**config.mk**
```make
export PLATFORM = sky130hd
export DESIGN_NAME = gpio_top
export DESIGN_NICKNAME = d
export VERILOG_FILES = /design/src/rtl/gpio_pkg.sv /design/src/rtl/gpio_top.sv /design/src/rtl/gpio_event_collect.sv /design/src/rtl/gpio_pad.sv /design/src/rtl/gpio_regs.sv
export SDC_FILE = /design/constraint.sdc
export NUM_CORES = 1
export LEC_CHECK = 0
export BUFFER_PORTS_ARGS = -buffer_cell sky130_fd_sc_hd__buf_2
export CORE_MARGIN = 2
export CORE_UTILIZATION = 50
export CTS_BUF_LIST = sky130_fd_sc_hd__clkbuf_2 sky130_fd_sc_hd__clkbuf_4 sky130_fd_sc_hd__clkbuf_8
export DETAILED_ROUTE_END_ITERATION = 12
export GPL_ROUTABILITY_DRIVEN = 1
export PLACE_DENSITY = 0.74
export SYNTH_ARGS = -nofsm -noshare
export SYNTH_HDL_FRONTEND = slang
export SYNTH_SLANG_ARGS = --single-unit
```
**constraint.sdc**
```tcl
create_clock -name i_sys_clk -period 1.5 [get_ports i_sys_clk]
set_input_delay 0.075 -clock i_sys_clk [delete_from_list [all_inputs] [get_ports i_sys_clk]]
set_output_delay 0.075 -clock i_sys_clk [all_outputs]
set_load 0.05 [all_outputs]
```
**src/rtl/gpio_pkg.sv**
```systemverilog
// Shared types of the GPIO controller
// Holds the register map, the strobed register access and the
// per-pin drive and status records that pass between the blocks.
// Modules pull these in with a wildcard import in their header.

package gpio_pkg;

  // Register data width, wide enough for up to 32 pins
  localparam int REG_DW = 32;

  // Register map
  typedef enum logic [2:0] {
    // Direction, a 1 bit drives the pin
    REG_DIR     = 3'd0,
    // Output value
    REG_OUT     = 3'd1,
    // Filtered input level, read only
    REG_IN      = 3'd2,
    // Rising-edge enables
    REG_RISE_EN = 3'd3,
    // Falling-edge enables
    REG_FALL_EN = 3'd4,
    // Sticky pending bits, write 1 to clear
    REG_PENDING = 3'd5
  } gpio_reg_e;

  // One register access, strobes valid for a single cycle
  typedef struct packed {
    logic              wr;
    logic              rd;
    gpio_reg_e         addr;
    logic [REG_DW-1:0] wdata;
  } reg_bus_t;

  // Drive of one pin
  typedef struct packed {
    logic oe;
    logic out;
  } pin_ctrl_t;

  // Filtered status of one pin, rise and fall are one-cycle pulses
  typedef struct packed {
    logic level;
    logic rise;
    logic fall;
  } pin_stat_t;

endpackage
```
**src/rtl/gpio_top.sv**
```systemverilog
// GPIO controller top level
// Connects the register block, one pad cell per pin and the event
// collector. The pins leave as separate input, output and output-enable
// vectors, ready for the bidirectional buffers of the pad ring.
// NUM_PINS and FILTER_CYCLES are set here and passed down.

`timescale 1ns/10ps

module gpio_top import gpio_pkg::*; #(
  // Number of pins, 1 to 32
  parameter int NUM_PINS      = 12,
  // Input filter length in cycles, 1 to 15
  parameter int FILTER_CYCLES = 3
) (
  input  logic                i_sys_clk,
  input  logic                i_arst_n,
  // Register access
  input  reg_bus_t            i_reg,
  output logic [REG_DW-1:0]   o_rdata,
  output logic                o_rvalid,
  // Pins
  input  logic [NUM_PINS-1:0] i_gpio,
  output logic [NUM_PINS-1:0] o_gpio,
  output logic [NUM_PINS-1:0] o_gpio_oe,
  // Interrupt
  output logic                o_irq
);

  // Register block to pads
  pin_ctrl_t [NUM_PINS-1:0] pin_ctrl;
  // Pads to collector
  pin_stat_t [NUM_PINS-1:0] pin_stat;

  // Register block to collector
  logic [NUM_PINS-1:0] rise_en;
  logic [NUM_PINS-1:0] fall_en;
  logic [NUM_PINS-1:0] clear;

  // Collector readback
  logic [NUM_PINS-1:0] level;
  logic [NUM_PINS-1:0] pending;

  gpio_regs #(
    .NUM_PINS (NUM_PINS)
  ) u_regs (
    .i_sys_clk (i_sys_clk),
    .i_arst_n  (i_arst_n),
    .i_reg     (i_reg),
    .i_level   (level),
    .i_pending (pending),
    .o_ctrl    (pin_ctrl),
    .o_rise_en (rise_en),
    .o_fall_en (fall_en),
    .o_clear   (clear),
    .o_rdata   (o_rdata),
    .o_rvalid  (o_rvalid)
  );

  // One pad cell per pin
  for (genvar i = 0; i < NUM_PINS; i++) begin : g_pad
    gpio_pad #(
      .FILTER_CYCLES (FILTER_CYCLES)
    ) u_pad (
      .i_sys_clk (i_sys_clk),
      .i_arst_n  (i_arst_n),
      .i_ctrl    (pin_ctrl[i]),
      .i_pin     (i_gpio[i]),
      .o_pin     (o_gpio[i]),
      .o_pin_oe  (o_gpio_oe[i]),
      .o_stat    (pin_stat[i])
    );
  end

  gpio_event_collect #(
    .NUM_PINS (NUM_PINS)
  ) u_collect (
    .i_sys_clk (i_sys_clk),
    .i_arst_n  (i_arst_n),
    .i_stat    (pin_stat),
    .i_rise_en (rise_en),
    .i_fall_en (fall_en),
    .i_clear   (clear),
    .o_level   (level),
    .o_pending (pending),
    .o_irq     (o_irq)
  );

endmodule

```
**src/rtl/gpio_event_collect.sv**
```systemverilog
// GPIO event collector
// Gathers the status of all pad cells, masks their edge pulses with the
// rise and fall enables and keeps one sticky pending bit per pin.
// The interrupt is the plain OR of the pending bits.

`timescale 1ns/10ps

module gpio_event_collect import gpio_pkg::*; #(
  parameter int NUM_PINS = 12
) (
  input  logic                     i_sys_clk,
  input  logic                     i_arst_n,
  // Per-pin status from the pad cells
  input  pin_stat_t [NUM_PINS-1:0] i_stat,
  // Enables and clear from the register block
  input  logic [NUM_PINS-1:0]      i_rise_en,
  input  logic [NUM_PINS-1:0]      i_fall_en,
  input  logic [NUM_PINS-1:0]      i_clear,
  // Readback
  output logic [NUM_PINS-1:0]      o_level,
  output logic [NUM_PINS-1:0]      o_pending,
  output logic                     o_irq
);

  // Unpacked status fields
  logic [NUM_PINS-1:0] level;
  logic [NUM_PINS-1:0] rise;
  logic [NUM_PINS-1:0] fall;

  // Enabled edges of this cycle
  logic [NUM_PINS-1:0] set;

  // Sticky pending bits
  logic [NUM_PINS-1:0] pending_q;

  // Split the status records into vectors
  always_comb begin
    for (int i = 0; i < NUM_PINS; i++) begin
      level[i] = i_stat[i].level;
      rise[i]  = i_stat[i].rise;
      fall[i]  = i_stat[i].fall;
    end
  end

  // Only enabled edges count
  assign set = (rise & i_rise_en) | (fall & i_fall_en);

  // Set has priority over a clear in the same cycle
  always_ff @(posedge i_sys_clk or negedge i_arst_n) begin
    if (!i_arst_n) begin
      pending_q <= '0;
    end else begin
      pending_q <= (pending_q & ~i_clear) | set;
    end
  end

  assign o_level   = level;
  assign o_pending = pending_q;

  // No extra register on the interrupt
  assign o_irq = |pending_q;

endmodule

```
**src/rtl/gpio_pad.sv**
```systemverilog
// Pad-side cell of one GPIO pin
// Drives the pin output and enable from the register block, brings the
// raw input through a two-flop synchronizer and a glitch filter, and
// reports the accepted level with one-cycle rise and fall pulses.

`timescale 1ns/10ps

module gpio_pad import gpio_pkg::*; #(
  parameter int FILTER_CYCLES = 3
) (
  input  logic      i_sys_clk,
  input  logic      i_arst_n,
  input  pin_ctrl_t i_ctrl,
  // Raw pin input, asynchronous to the clock
  input  logic      i_pin,
  output logic      o_pin,
  output logic      o_pin_oe,
  output pin_stat_t o_stat
);

  // Counter wide enough for FILTER_CYCLES-1
  localparam int CNT_W = $clog2(FILTER_CYCLES + 1);

  // Synchronizer chain, sync_q[1] is the usable sample
  logic [1:0]       sync_q;

  // Glitch filter state
  logic [CNT_W-1:0] cnt_q;
  logic             level_q;
  logic             differs;
  logic             accept;

  // Edge pulses
  logic             rise_q;
  logic             fall_q;

  // Output drive
  assign o_pin    = i_ctrl.out;
  assign o_pin_oe = i_ctrl.oe;

  always_ff @(posedge i_sys_clk or negedge i_arst_n) begin
    if (!i_arst_n) begin
      sync_q <= '0;
    end else begin
      sync_q <= {sync_q[0], i_pin};
    end
  end

  // Sample disagrees with the accepted level
  assign differs = sync_q[1] ^ level_q;
  // Last of FILTER_CYCLES differing samples in a row
  assign accept  = differs && (cnt_q == CNT_W'(FILTER_CYCLES - 1));

  always_ff @(posedge i_sys_clk or negedge i_arst_n) begin
    if (!i_arst_n) begin
      cnt_q   <= '0;
      level_q <= 1'b0;
      rise_q  <= 1'b0;
      fall_q  <= 1'b0;
    end else begin
      // Pulses default low
      rise_q <= 1'b0;
      fall_q <= 1'b0;
      if (!differs) begin
        // Glitch ended, start over
        cnt_q <= '0;
      end else if (accept) begin
        cnt_q   <= '0;
        level_q <= sync_q[1];
        rise_q  <= sync_q[1];
        fall_q  <= ~sync_q[1];
      end else begin
        cnt_q <= cnt_q + 1'b1;
      end
    end
  end

  assign o_stat.level = level_q;
  assign o_stat.rise  = rise_q;
  assign o_stat.fall  = fall_q;

endmodule

```
**src/rtl/gpio_regs.sv**
```systemverilog
// GPIO register block
// Decodes single-cycle write and read strobes against the register map.
// Holds direction, output and edge-enable registers, turns a write to
// the pending register into a clear vector and returns registered
// read data with a one-cycle valid pulse.

`timescale 1ns/10ps

module gpio_regs import gpio_pkg::*; #(
  parameter int NUM_PINS = 12
) (
  input  logic                       i_sys_clk,
  input  logic                       i_arst_n,
  // Register access
  input  reg_bus_t                   i_reg,
  // Readback from the collector
  input  logic [NUM_PINS-1:0]        i_level,
  input  logic [NUM_PINS-1:0]        i_pending,
  // Pin drive
  output pin_ctrl_t [NUM_PINS-1:0]   o_ctrl,
  // Event control
  output logic [NUM_PINS-1:0]        o_rise_en,
  output logic [NUM_PINS-1:0]        o_fall_en,
  output logic [NUM_PINS-1:0]        o_clear,
  // Read response
  output logic [REG_DW-1:0]          o_rdata,
  output logic                       o_rvalid
);

  // Control registers
  logic [NUM_PINS-1:0] dir_q;
  logic [NUM_PINS-1:0] out_q;
  logic [NUM_PINS-1:0] rise_en_q;
  logic [NUM_PINS-1:0] fall_en_q;

  // Write data cut to the implemented pins
  logic [NUM_PINS-1:0] wr_bits;

  // Read path
  logic [REG_DW-1:0]   rd_sel;
  logic [REG_DW-1:0]   rdata_q;
  logic                rvalid_q;

  // Upper bits of wdata are dropped here
  assign wr_bits = i_reg.wdata[NUM_PINS-1:0];

  // Register writes
  always_ff @(posedge i_sys_clk or negedge i_arst_n) begin
    if (!i_arst_n) begin
      dir_q     <= '0;
      out_q     <= '0;
      rise_en_q <= '0;
      fall_en_q <= '0;
    end else if (i_reg.wr) begin
      case (i_reg.addr)
        REG_DIR:     dir_q     <= wr_bits;
        REG_OUT:     out_q     <= wr_bits;
        REG_RISE_EN: rise_en_q <= wr_bits;
        REG_FALL_EN: fall_en_q <= wr_bits;
        // REG_IN, REG_PENDING and unknown addresses keep the registers
        default: ;
      endcase
    end
  end

  // Clear strobe for the pending bits
  // lasts exactly as long as the write strobe
  assign o_clear = (i_reg.wr && (i_reg.addr == REG_PENDING)) ? wr_bits : '0;

  // Read select, unused upper bits stay 0
  always_comb begin
    rd_sel = '0;
    case (i_reg.addr)
      REG_DIR:     rd_sel[NUM_PINS-1:0] = dir_q;
      REG_OUT:     rd_sel[NUM_PINS-1:0] = out_q;
      REG_IN:      rd_sel[NUM_PINS-1:0] = i_level;
      REG_RISE_EN: rd_sel[NUM_PINS-1:0] = rise_en_q;
      REG_FALL_EN: rd_sel[NUM_PINS-1:0] = fall_en_q;
      REG_PENDING: rd_sel[NUM_PINS-1:0] = i_pending;
      // Unknown address reads 0
      default:     rd_sel = '0;
    endcase
  end

  // Read response, data held between reads
  always_ff @(posedge i_sys_clk or negedge i_arst_n) begin
    if (!i_arst_n) begin
      rdata_q  <= '0;
      rvalid_q <= 1'b0;
    end else begin
      rvalid_q <= i_reg.rd;
      if (i_reg.rd) begin
        rdata_q <= rd_sel;
      end
    end
  end

  assign o_rdata  = rdata_q;
  assign o_rvalid = rvalid_q;

  // Pin drive follows the registers directly
  always_comb begin
    for (int i = 0; i < NUM_PINS; i++) begin
      o_ctrl[i].oe  = dir_q[i];
      o_ctrl[i].out = out_q[i];
    end
  end

  assign o_rise_en = rise_en_q;
  assign o_fall_en = fall_en_q;

endmodule

```
# Yosys cells after proc, flatten, opt, wreduce, memory -nomap -nowiden
# Cells that the tools add are included.
dict set report word_totals {
  reg_bits 157
  in_bits 51
  out_inout_bits 58
  elab_cells 231
}
dict set report op_classes {
  add_sub_neg 12
  n_eq_ne 17
  n_mux 74
  bitwise_logic 30
  n_reduce_logical 31
}
# operator count
set ops {}
lappend ops {{$pmux W12 S6} 1}
lappend ops {{$mux W1} 48}
lappend ops {{$mux W2} 24}
lappend ops {{$and A12 B12 Y12} 3}
lappend ops {{$reduce_and A2 Y1} 16}
lappend ops {{$add A2 B1 Y2 const B} 12}
lappend ops {{$eq A2 B2 Y1 const B} 12}
lappend ops {{$or A12 B12 Y12} 2}
lappend ops {{$logic_and A1 B1 Y1} 13}
lappend ops {{$mux W12} 1}
lappend ops {{$not A1 Y1} 12}
lappend ops {{$not A12 Y12} 1}
lappend ops {{$reduce_or A12 Y1} 1}
lappend ops {{$xor A1 B1 Y1} 12}
lappend ops {{$eq A3 B2 Y1 const B} 2}
lappend ops {{$eq A3 B3 Y1 const B} 2}
lappend ops {{$eq A3 B1 Y1 const B} 1}
lappend ops {{$logic_not A3 Y1} 1}

# Logic depth before layout (Yosys ltp)
# Gate-level depths: netlist of the first run.
dict set report depth {
  ltp_word 6
  mapped_depth 6
  mapped_depth_nobuf 4
}

# Cells and area by module
# A second synthesis of the first run with hierarchy kept.
dict set report hier_totals {
  hier_cells 562
  area_unflattened_um2 7059.3
}
# mod instances cells_per_inst area_each_um2 seq_area_each_um2
set modules_own_cells {}
lappend modules_own_cells {gpio_pad 12 19 277.8 175.2}
lappend modules_own_cells {gpio_regs 1 271 3116.7 1526.5}
lappend modules_own_cells {gpio_event_collect 1 63 609.3 300.3}

# Worst setup path after synthesis of the first run
# Ideal clock, no wire load.
dict set report synth_timing {
  path_type {input -> register}
  from {input i_reg[32] in the netlist's numbering}
  to {register u_regs.rdata_q[10], in the netlist u_regs.o_rdata[10]}
  setup_ps 137
  arrival_time_ps 1142
  required_time_ps 1363
  slack_ps 221
  cell_stages 5
  n_path_buf 2
  cell_sequence {buf_2 -> buf_2 -> mux2_2 -> a222oi_1 -> a21oi_1}
}
dict set report synth_between {
  elab_chain_cells 2
  word_cells_on_any_way 7
  classes_between {5 x eq/ne; 1 x mux; 1 x reduce/logical}
}
# element line_no
set synth_rtl {}
lappend synth_rtl {{start: declaration} gpio_top.sv:18} ;# input reg_bus_t i_reg,
lappend synth_rtl {{$eq A3 B3 Y1, or another cell as far along} gpio_regs.sv:73} ;# case (i_reg.addr)
lappend synth_rtl {{$pmux W12 S6 *} gpio_regs.sv:73}
lappend synth_rtl {{end signal: assignment} gpio_regs.sv:93} ;# rdata_q <= rd_sel;
lappend synth_rtl {{end: declaration} gpio_regs.sv:41} ;# logic [REG_DW-1:0] rdata_q;
# Mark *: on every way between the ends. The rest lies on a longest branch, timed or not.
# A chain may end at the register's enable or synchronous reset.

# Final worst setup path of the first run
dict set report layout_timing {
  from {register u_collect.pending_q[10], in the netlist u_collect.o_pending[10]}
  to {output o_irq}
}
dict set report layout_between {
  elab_chain_cells 1
}
# element line_no
set layout_rtl {}
lappend layout_rtl {{start: declaration} gpio_event_collect.sv:34} ;# logic [NUM_PINS-1:0] pending_q;
lappend layout_rtl {{start signal: assignment} gpio_event_collect.sv:53} ;# pending_q <= (pending_q & ~i_clear) | set;
lappend layout_rtl {{$reduce_or A12 Y1} gpio_event_collect.sv:61} ;# assign o_irq = |pending_q;
lappend layout_rtl {{end: declaration} gpio_top.sv:26} ;# output logic o_irq
# No other way between the ends.

==> results of run 1 <==
## where the power goes
group          internal [mW]  leakage [nW]  total [mW]  switching [mW]
sequential              5.22          1.96        6.12           0.897
clock                   1.70         0.188        3.15            1.45
combinational           1.38          1.41        3.30            1.92
## per-layer routing
metal | vias up | track usage [%]
li1 | 1936 | -
met1 | 2230 | 27.61
met2 | 167 | 34.77
met3 | 26 | 5.985
met4 | 0 | 6.176
met5 | - | 0
## cell families after synthesis
| group | synth area share (%) |
|---|---|
| compound gates | 10.74 |
| other cells | 0.05709 |
| simple gates | 7.676 |
| flops | 59.81 |
| buf+inv | 7.562 |
| mux | 14.15 |
## how the worst min path moves through the flow
stage,to,cells past startpoint,startpoint
after floorplan,g_pad[0].u_pad.cnt_q[0]$_DFF_PN0_,0,i_arst_n
after global placement,g_pad[0].u_pad.cnt_q[1]$_DFF_PN0_,1,i_arst_n
after detailed placement,g_pad[0].u_pad.cnt_q[1]$_DFF_PN0_,1,i_arst_n
after CTS,u_regs.o_fall_en[2]$_DFFE_PN0P_,2,i_arst_n
after global routing,g_pad[11].u_pad.rise_q$_DFF_PN0_,2,i_arst_n
final,u_regs.o_rdata[9]$_DFFE_PN0P_,2,i_arst_n
## state kept, by name (all words and copies together), names as in the netlist
signal,count
u_regs.o_fall_en,12
g_pad.u_pad.level_q,12
u_collect.o_pending,12
u_regs.o_rdata,12
g_pad.u_pad.sync_q,24
g_pad.u_pad.fall_q,12
u_regs.o_rvalid,1
g_pad.u_pad.cnt_q,24
g_pad.u_pad.rise_q,12
u_regs.out_q,12
u_regs.dir_q,12
u_regs.o_rise_en,12
## synthesized netlist by cell type, types with 4 or more instances
library cell / count / share of area (%)
buf_6: 4 / 0.69
mux2_4: 10 / 2.3
nor2b_1: 5 / 0.48
buf_4: 46 / 5.3
mux2_2: 63 / 11
buf_2: 7 / 0.53
dfrtp_1: 157 / 60
nand2b_1: 25 / 2.4
nor2_1: 37 / 2.1
mux2i_1: 7 / 1.1
inv_1: 13 / 0.74
clkbuf_1: 5 / 0.29
a221o_1: 12 / 1.8
a211oi_1: 24 / 2.7
a22oi_1: 10 / 1.1
nand3_1: 8 / 0.61
o21ai_0: 5 / 0.38
a21oi_1: 4 / 0.30
nand2_1: 16 / 0.91
a21boi_0: 12 / 1.4
## layout make-up
class,instances,area [um2]
fill,988,4979
sequential,157,3929
multi-input combinational,292,2237
timing repair buffer,125,920.9
clock buffer,20,269.0
tap,172,215.2
clock inverter,7,117.6
inverter,14,52.55
antenna,1,2.502
## through the flow
stage,cells,util (%),setup TNS [ps]
floorplan,525,-,0
global placement,733,55.56,0
detailed placement,733,55.56,0
CTS,787,60.85,-156.7
global route,788,60.87,-202.9
finish,788,60.87,-156.6
## layout by cell type (no fill, tap or decap), types with 7 or more instances in the layout
cell type,n
dfrtp_1,157
a21boi_0,12
conb_1,20
inv_1,13
buf_2,66
nand2b_1,25
mux2_4,10
buf_4,25
a221o_1,12
nand2_1,16
a22oi_1,10
a211oi_1,24
dlygate4sd3_1,26
mux2_2,63
nand3_1,8
clkbuf_8,19
nor2_1,37
mux2i_1,7
## timing repair
item                                   4_1_cts  5_1_grt
gates resized for setup                      4        0
setup endpoints to repair                    1        1
pin swaps                                    2        2
buffers inserted                             1        0
cloned                                       0        0
endpoints found under the hold margin      218        0
hold buffers                                26        0
==> results by group, run 1 <==
Run status
  • Outcome: finished, violations left
  • Failing checks: negative setup slack

STA
  • # setup viols final: 1
  • Max Clk Rate: 0.6037 GHz
  • Clock Skews: 14.08 ps
  • Final Cycle Share: 110.4%
  • RSZ-0062 raised after global routing: true
  • Worst-Margin Slew: 767.6 ps
  • Max-slew headroom: about 49%
  • Final worst setup slack: -156.6 ps
  • Hold Slack: 151.8 ps
  • Final Hold Viols: 0
  • Min Tclk post-route: 1657 ps
  • Max-slew violations: 0

Setup path
  • Worst Path Max Fanout: 3
  • Critical path type: flop to output pin
  • CP Cell Sequence: nor4_2 > nand3_1 > buf_6
  • CP Buf/Inv Count: 1
  • Critical Path End: o_irq
  • Reg-to-Reg End: u_regs.o_rdata[1]$_DFFE_PN0P_
  • Worst Path Arrival: 1580 ps
  • FF-to-FF Start: u_regs.o_rise_en[1]$_DFFE_PN0P_
  • Critical path required time: roughly 1400 ps
  • Element type at the critical path start: flop
  • Beginning of the critical path: u_collect.o_pending[10]$_DFF_PN0_
  • Reg2reg path depth: 4
  • Max stage delay cell, worst path: dfrtp_1
  • WP depth: 3
  • Worst path max stage delay: between 400 and 500 ps
  • R2R setup slack: 100 ps
  • CP delay by family, top: simple AND/OR/NAND/NOR gates
  • Worst Setup End Kind: output pin

Route
  • Wirelength per Cell: roughly 18 um
  • WL met1: 6.021 mm
  • Met3 wire length: 831 um
  • Drt first pass iters: 5
  • Final ANT Viol Nets: 0
  • DRC viols: 0
  • Drt via density: 5.532
  • DR iter-0 viols: 365
  • DR WL met2: just over 7 mm
  • Top layer in use: met4
  • Final wirelength: 14.22 mm
  • Via count: 4359

Pwr
  • Max VDD drop: 0.0008755 V
  • Leak Pwr: 3.558 nW
  • PwrDens: 1623 mW/mm2
  • Total power draw: 12.57 mW

GRT
  • Largest net degree at the start of global routing: 44
  • Initial antenna violation count: 1
  • Vias in the first global route: 4404
  • Total GRT Usage: 21.22%
  • Total gr overflow: 0
  • First-pass GRT wire length: 23.01 mm

Clock network
  • Bufs on Longest Clock Path: 2
  • TritonCTS Sinks: 157
  • Worst-Skew Late Latency: about 450 ps
  • CTS Buf Count: 17
  • Worst-path clk slew: 90 ps
  • CTS H-tree depth: 4
  • Root Buffer: clkbuf_8
  • CTS tree: done

Logic synthesis
  • Synth Flop Type: dfrtp_1
  • Yosys warning total: 0
  • Sequential share of the synthesized area: 59.81%
  • Syn_area_per_cell: 12.98 um2
  • Post-synth cell types: around 40
  • Syn Inst Count: 506
  • Area of the mapped netlist: 0.006569 mm2
  • Async SR Flop Fraction: 100.0%
  • EDFF count, synth: 0
  • Synth Register Bits: roughly 160

Die
  • Initial Util: 51.63%
  • Core box area: 0.01272 mm2
  • Die W: 118.6 um
  • DIE HEIGHT: 118.6 um
  • DIE AREA: 0.01407 mm2
  • FP Rows: 41
  • Ports: 109

Placement
  • Post-place setup slack: 17.56 ps
  • Number of port buffers: 68
  • Placer Congestion: between 0.8 and 0.9
  • Placed Area: 0.007068 mm2
  • HPWL after DPL: 10.06 mm

Run
  • Max cap viols: 0

Finish
  • Area Growth Syn to Fin: 17.89%
  • Fin nets: 658
  • Final instance area: about 0.0077 mm2
  • Layout cell share with drive strength beyond 1: 33.66%

Worst hold path
  • HP Class: input port to async pin
(Power assumes the default switching activity.)
==> run 2, diff against run 1 <==
--- a/config.mk
+++ b/config.mk
@@ -13,3 +13,3 @@
 export GPL_ROUTABILITY_DRIVEN = 1
-export PLACE_DENSITY = 0.74
+export PLACE_DENSITY_LB_ADDON = 0.3
 export SYNTH_ARGS = -nofsm -noshare
--- a/constraint.sdc
+++ b/constraint.sdc
@@ -3,2 +3,2 @@
 set_output_delay 0.075 -clock i_sys_clk [all_outputs]
-set_load 0.05 [all_outputs]
+set_load 0.1 [all_outputs]
==> run 2 against run 1 <==
Compared with the run above: the run still ends with negative setup slack left; non-clock buffer count rose by 1; sequential cell count unchanged; cell area decreased by 0.11%; sequential share of layout area up 0.057 points; hold slack worse by 42 ps; total power increased by 7.0%; largest power group unchanged; combinational power rose by 27%; critical path depth stayed put; global-route usage is 0.46 points lower; worst setup slack got worse by 38 ps; final cell count is 0.63% higher.
==> results by group, run 2 (synthesis gave the netlist of run 1 again) <==
Route
  • Drt first pass iters: 4
  • Final ANT Viol Nets: 0
  • DRC viols: 0
  • Via count: 4217
  • DR iter-0 viols: between 200 and 250
  • Final wirelength: 13.53 mm
  • Wirelength per Cell: 17.07 um
  • Drt via density: 5.318

Finish
  • Footprint of the multi-input gates: 0.002237 mm2
  • Layout cell share with drive strength beyond 1: 34.30%
  • ANT cells: 0
  • Fin nets: 659
  • Biggest regs: g_pad.u_pad.cnt_q x24, g_pad.u_pad.sync_q x24
  • Area Growth Syn to Fin: 17.75%
  • Commonest non-fill, non-tap cells in the layout: dfrtp_1, buf_2, mux2_2, nor2_1, buf_4
  • Commonest non-fill, non-tap cell in the layout: dfrtp_1
  • Fillcell total: 1022
  • Sequential cell area: 0.003929 mm2

Die
  • Core box area: roughly 0.013 mm2
  • FP Rows: 41
  • DIE AREA: between 0.01 and 0.015 mm2
  • DIE HEIGHT: approximately 120 um
  • Die W: 118.6 um
  • Initial Util: between 50% and 60%
  • Ports: 109

Setup path
  • Critical Path End: o_irq
  • WP depth: 3
  • Worst Setup End Kind: output pin
  • CP Buf/Inv Count: 1
  • FF-to-FF Start: u_regs.out_q[4]$_DFFE_PN0P_
  • CP delay by family, top: simple AND/OR/NAND/NOR gates
  • Reg-to-Reg End: u_regs.o_rdata[4]$_DFFE_PN0P_
  • Worst Path Max Fanout: 3
  • Element type at the critical path start: flop
  • R2R setup slack: 160 ps
  • Reg2reg path depth: 4
  • Beginning of the critical path: u_collect.o_pending[1]$_DFF_PN0_
  • Worst Path Arrival: 1620 ps
  • Max stage delay cell, worst path: dfrtp_1
  • Critical path type: flop to output pin
  • Critical path required time: 1420 ps
  • Worst path max stage delay: 420 ps
  • CP Cell Sequence: nor4_2 > nand3_1 > buf_6

STA
  • Worst-Margin Slew: 787.9 ps
  • Min Tclk post-route: 1694 ps
  • RSZ-0062 raised after global routing: true
  • Final Cycle Share: 113.0%
  • Max Clk Rate: 0.5902 GHz
  • Final Hold Viols: 0
  • Final worst setup slack: -194.5 ps
  • Hold Slack: 109.6 ps
  • # setup viols final: 1
  • Clock Skews: 10.82 ps
  • Max-slew violations: 0
  • Max-slew headroom: 47.37%

Clock network
  • CTS tree: done
  • Bufs on Longest Clock Path: 2
  • TritonCTS Sinks: between 150 and 200
  • Worst-path clk slew: 80 ps
  • Worst-Skew Late Latency: 460 ps
  • CTS H-tree depth: 4
  • CTS Buf Count: 17
  • Root Buffer: clkbuf_8

Run status
  • Outcome: finished, violations left
  • Failing checks: negative setup slack

GRT
  • Largest net degree at the start of global routing: 50
  • First-pass GRT wire length: 22.38 mm
  • GR Util met3: approximately 5.2%
  • Initial antenna violation count: 0
  • Met2 Track Usage GR: 33.48%
  • Global routing's busiest layer: met2
  • Met1 usage: roughly 27%
  • Vias in the first global route: between 4000 and 5000
  • Total gr overflow: 0
  • Total GRT Usage: 20.76%

Worst hold path
  • HP Class: input port to async pin

Run
  • Max cap viols: 0

Pwr
  • Leak Pwr: 3.560 nW
  • Max VDD drop: ~0.00095 V
  • PwrDens: between 1500 and 2000 mW/mm2

Placement
  • Number of port buffers: 68
  • HPWL after DPL: 9.680 mm
  • Placer Congestion: 0.8165
  • Post-place setup slack: -1.029 ps
## run 2: cell types whose count changed in the layout (fill, tap and decap cells not counted), sizes merged
cell	change
buf	+1
clkbuf	+1
clkinvlp	+1
diode	-1
inv	+3
clkinv	+1
bufinv	-1
## run 2: per-layer routing
| layer | routed length, um | vias to the layer above |
|---|---|---|
| li1 | - | 1948 |
| met1 | 5895 | 2128 |
| met2 | 6635 | 122 |
| met3 | 745 | 19 |
| met4 | 257 | 0 |
| met5 | 0 | - |
## run 2: layout make-up
class,instances,area share [%]
inverter,14,0.6794
clock buffer,21,3.575
clock inverter,11,1.731
multi-input combinational,292,28.92
sequential,157,50.79
timing repair buffer,126,11.52
tap,172,2.782
## run 2: worst min path at each step
| stage | from | to | slack [ps] | cells after the start |
|---|---|---|---|---|
| 2_1_floorplan | i_arst_n | g_pad[0].u_pad.cnt_q[0]$_DFF_PN0_ | -220 | 0 |
| 3_3_place_gp | i_arst_n | g_pad[0].u_pad.cnt_q[0]$_DFF_PN0_ | 20 | 1 |
| 3_5_place_dp | i_arst_n | g_pad[0].u_pad.cnt_q[1]$_DFF_PN0_ | 20 | 1 |
| 4_1_cts | i_arst_n | u_regs.dir_q[11]$_DFFE_PN0P_ | 100 | 2 |
| 5_1_grt | i_arst_n | u_regs.out_q[0]$_DFFE_PN0P_ | 130 | 2 |
| 6_report | i_arst_n | u_regs.out_q[11]$_DFFE_PN0P_ | 110 | 2 |
## run 2: report_power, final
group          switching, mW  internal [mW]
clock                   1.56           1.62
sequential             0.869           5.22
combinational           2.83           1.36
total                   5.25           8.20
## run 2: what timing repair did
item / in CTS / in global routing
gates resized for setup: 4 / 0
setup endpoints to repair: 1 / 1
hold endpoints to repair: 218 / 0
buffers inserted: 0 / 0
hold buffers: 26 / 0
cloned: 0 / 0
## run 2: metrics by stage
step / setup TNS, ps / util (%) / power [mW] / instance area (um2) / std cells
global route: -241.4 / 60.80 / 14.13 / 7735 / 793
detailed placement: -1.029 / 55.38 / 10.25 / 7046 / 735
CTS: -219.5 / 60.80 / 13.55 / 7735 / 793
finish: -194.5 / 60.80 / 13.45 / 7735 / 793
floorplan: 0 / - / 9.497 / 6640 / 525
global placement: 0 / 55.38 / 10.11 / 7046 / 735
==> run 3, diff against run 2 <==
Settings changed: CORE_UTILIZATION 50 to 30.
==> run 3 against run 2 <==
Compared with the run above: the run still ends with negative setup slack left; die area grew 64%; register-to-register slack worse by 50 ps; cell area grew 3.5%; clock power is 8.8% higher.
==> results by group, run 3 (synthesis gave the netlist of run 1 again) <==
Clock network
  • CTS H-tree depth: 4
  • CTS Buf Count: 17
  • CTS tree: done
  • TritonCTS Sinks: 157
  • Worst-Skew Late Latency: about 450 ps
  • Root Buffer: clkbuf_8
  • Worst-path clk slew: 90 ps
  • Bufs on Longest Clock Path: 2

Setup path
  • Worst Setup End Kind: output pin
  • Max stage delay cell, worst path: dfrtp_1
  • CP delay by family, top: simple AND/OR/NAND/NOR gates
  • Worst Path Arrival: roughly 1600 ps
  • Worst path max stage delay: 410 ps
  • R2R setup slack: 110 ps
  • Critical path required time: 1420 ps
  • Worst Path Max Fanout: 2
  • Critical path type: flop to output pin
  • Element type at the critical path start: flop
  • CP Cell Sequence: nor4_2 > nand3_2 > buf_12
  • CP Buf/Inv Count: 1

Route
  • Via count: 4269
  • Final wirelength: between 15 and 20 mm
  • Final ANT Viol Nets: 0
  • Wirelength per Cell: 16.72 um
  • Drt via density: 4.681
  • Drt first pass iters: 4
  • DRC viols: 0
  • DR iter-0 viols: between 200 and 250

Pwr
  • PwrDens: 1736 mW/mm2
  • Total power draw: 13.90 mW
  • Max VDD drop: 0.0005402 V
  • Leak Pwr: approximately 3.6 nW

Finish
  • Layout cell share with drive strength beyond 1: 36.08%
  • Commonest non-fill, non-tap cell in the layout: dfrtp_1
  • Commonest non-fill, non-tap cells in the layout: dfrtp_1, buf_2, mux2_2, buf_4, nor2_1
  • Biggest regs: g_pad.u_pad.cnt_q x24, g_pad.u_pad.sync_q x24
  • Area Growth Syn to Fin: 21.90%
  • Fin nets: between 600 and 700
  • ANT cells: 0

Run status
  • Failing checks: negative setup slack
  • Outcome: finished, violations left

GRT
  • Largest net degree at the start of global routing: 47
  • Total GRT Usage: 13.89%
  • First-pass GRT wire length: about 25 mm
  • Initial antenna violation count: 0
  • Total gr overflow: 0
  • Vias in the first global route: 4710

Die
  • Die W: 152.0 um
  • DIE AREA: 0.02309 mm2
  • FP Rows: 54
  • Ports: 109
  • DIE HEIGHT: 152.0 um
  • Initial Util: 30.29%
  • Core box area: 0.02169 mm2

STA
  • Min Tclk post-route: 1676 ps
  • Max-slew violations: 0
  • Max Clk Rate: slightly below 0.6 GHz
  • Final Cycle Share: 111.7%
  • Final Hold Viols: 0
  • Hold Slack: 96.60 ps
  • RSZ-0062 raised after global routing: true
  • # setup viols final: 1
  • Final worst setup slack: -175.7 ps
  • Clock Skews: between 10 and 15 ps

Placement
  • Post-place setup slack: -3.287 ps
  • Placer Congestion: 0.8166
  • Number of port buffers: 68
  • HPWL after DPL: 11.24 mm

Run
  • Max cap viols: 0

Worst hold path
  • HP Class: input port to async pin
==> run 3: cell count changes in the layout (fill, tap and decap cells not counted), moves of 2 or more <==
cell / delta
buf_4: +13
bufinv_16: +2
clkinv_2: +3
clkinvlp_4: -2
dfrtp_1: -2
dfrtp_2: +2
inv_6: -3
nor4_4: +2
==> run 3: timing repair <==
action | 4_1_cts | 5_1_grt
hold buffers | 26 | 0
pin swaps | 3 | 3
gates cloned | 0 | 0
resized for setup | 9 | 4
setup buffers | 2 | 0
hold endpoints to repair | 218 | 0
setup endpoints to repair | 1 | 2
==> run 3: worst paths after layout <==
| check | cells after the start | to | start |
|---|---|---|---|
| setup / recovery | 3 | o_irq | u_collect.o_pending[3]$_DFF_PN0_ |
| hold reg to reg | 0 | g_pad[8].u_pad.sync_q[1]$_DFF_PN0_ | g_pad[8].u_pad.sync_q[0]$_DFF_PN0_ |
| hold / removal | 2 | g_pad[4].u_pad.cnt_q[0]$_DFF_PN0_ | i_arst_n |
| setup reg to reg | 5 | u_regs.o_rdata[10]$_DFFE_PN0P_ | u_collect.o_pending[10]$_DFF_PN0_ |
| max in group asynchronous | 3 | g_pad[8].u_pad.sync_q[0]$_DFF_PN0_ | i_arst_n |
| min in group i_sys_clk | 4 | u_regs.o_rdata[11]$_DFFE_PN0P_ | i_reg[33] |
==> run 3: area by class of cell <==
type / count / area (um2)
fill: 2095 / 13680
sequential: 157 / 3931
multi-input combinational: 292 / 2266
timing repair buffer: 138 / 977.2
tap: 280 / 350.3
clock buffer: 20 / 262.8
clock inverter: 11 / 167.7
inverter: 14 / 52.55
==> run 3: power breakdown <==
part | leakage, nW | internal, mW | switching, mW
Combinational | 1.47 | 1.43 | 2.86
Clock | 0.215 | 1.88 | 1.58
Sequential | 1.95 | 5.22 | 0.928
==> run 3: per-layer routing <==
layer	track usage, %	routed length, um	up-vias
li1	-	-	1968
met2	23.36	7526	114
met3	3.822	649	33
met1	16.97	6654	2154
met4	5.518	420	0
met5	0	0	-
==> run 3: per-stage QoR <==
stage	TNS [ps]	area, um2	instances	utilization (%)
floorplan	0	6640	525	-
global placement	-94.00	7243	853	33.40
detailed placement	-6.141	7243	853	33.40
CTS	-194.7	7996	912	36.87
global route	-234.3	8008	912	36.92
finish	-175.7	8008	912	36.92
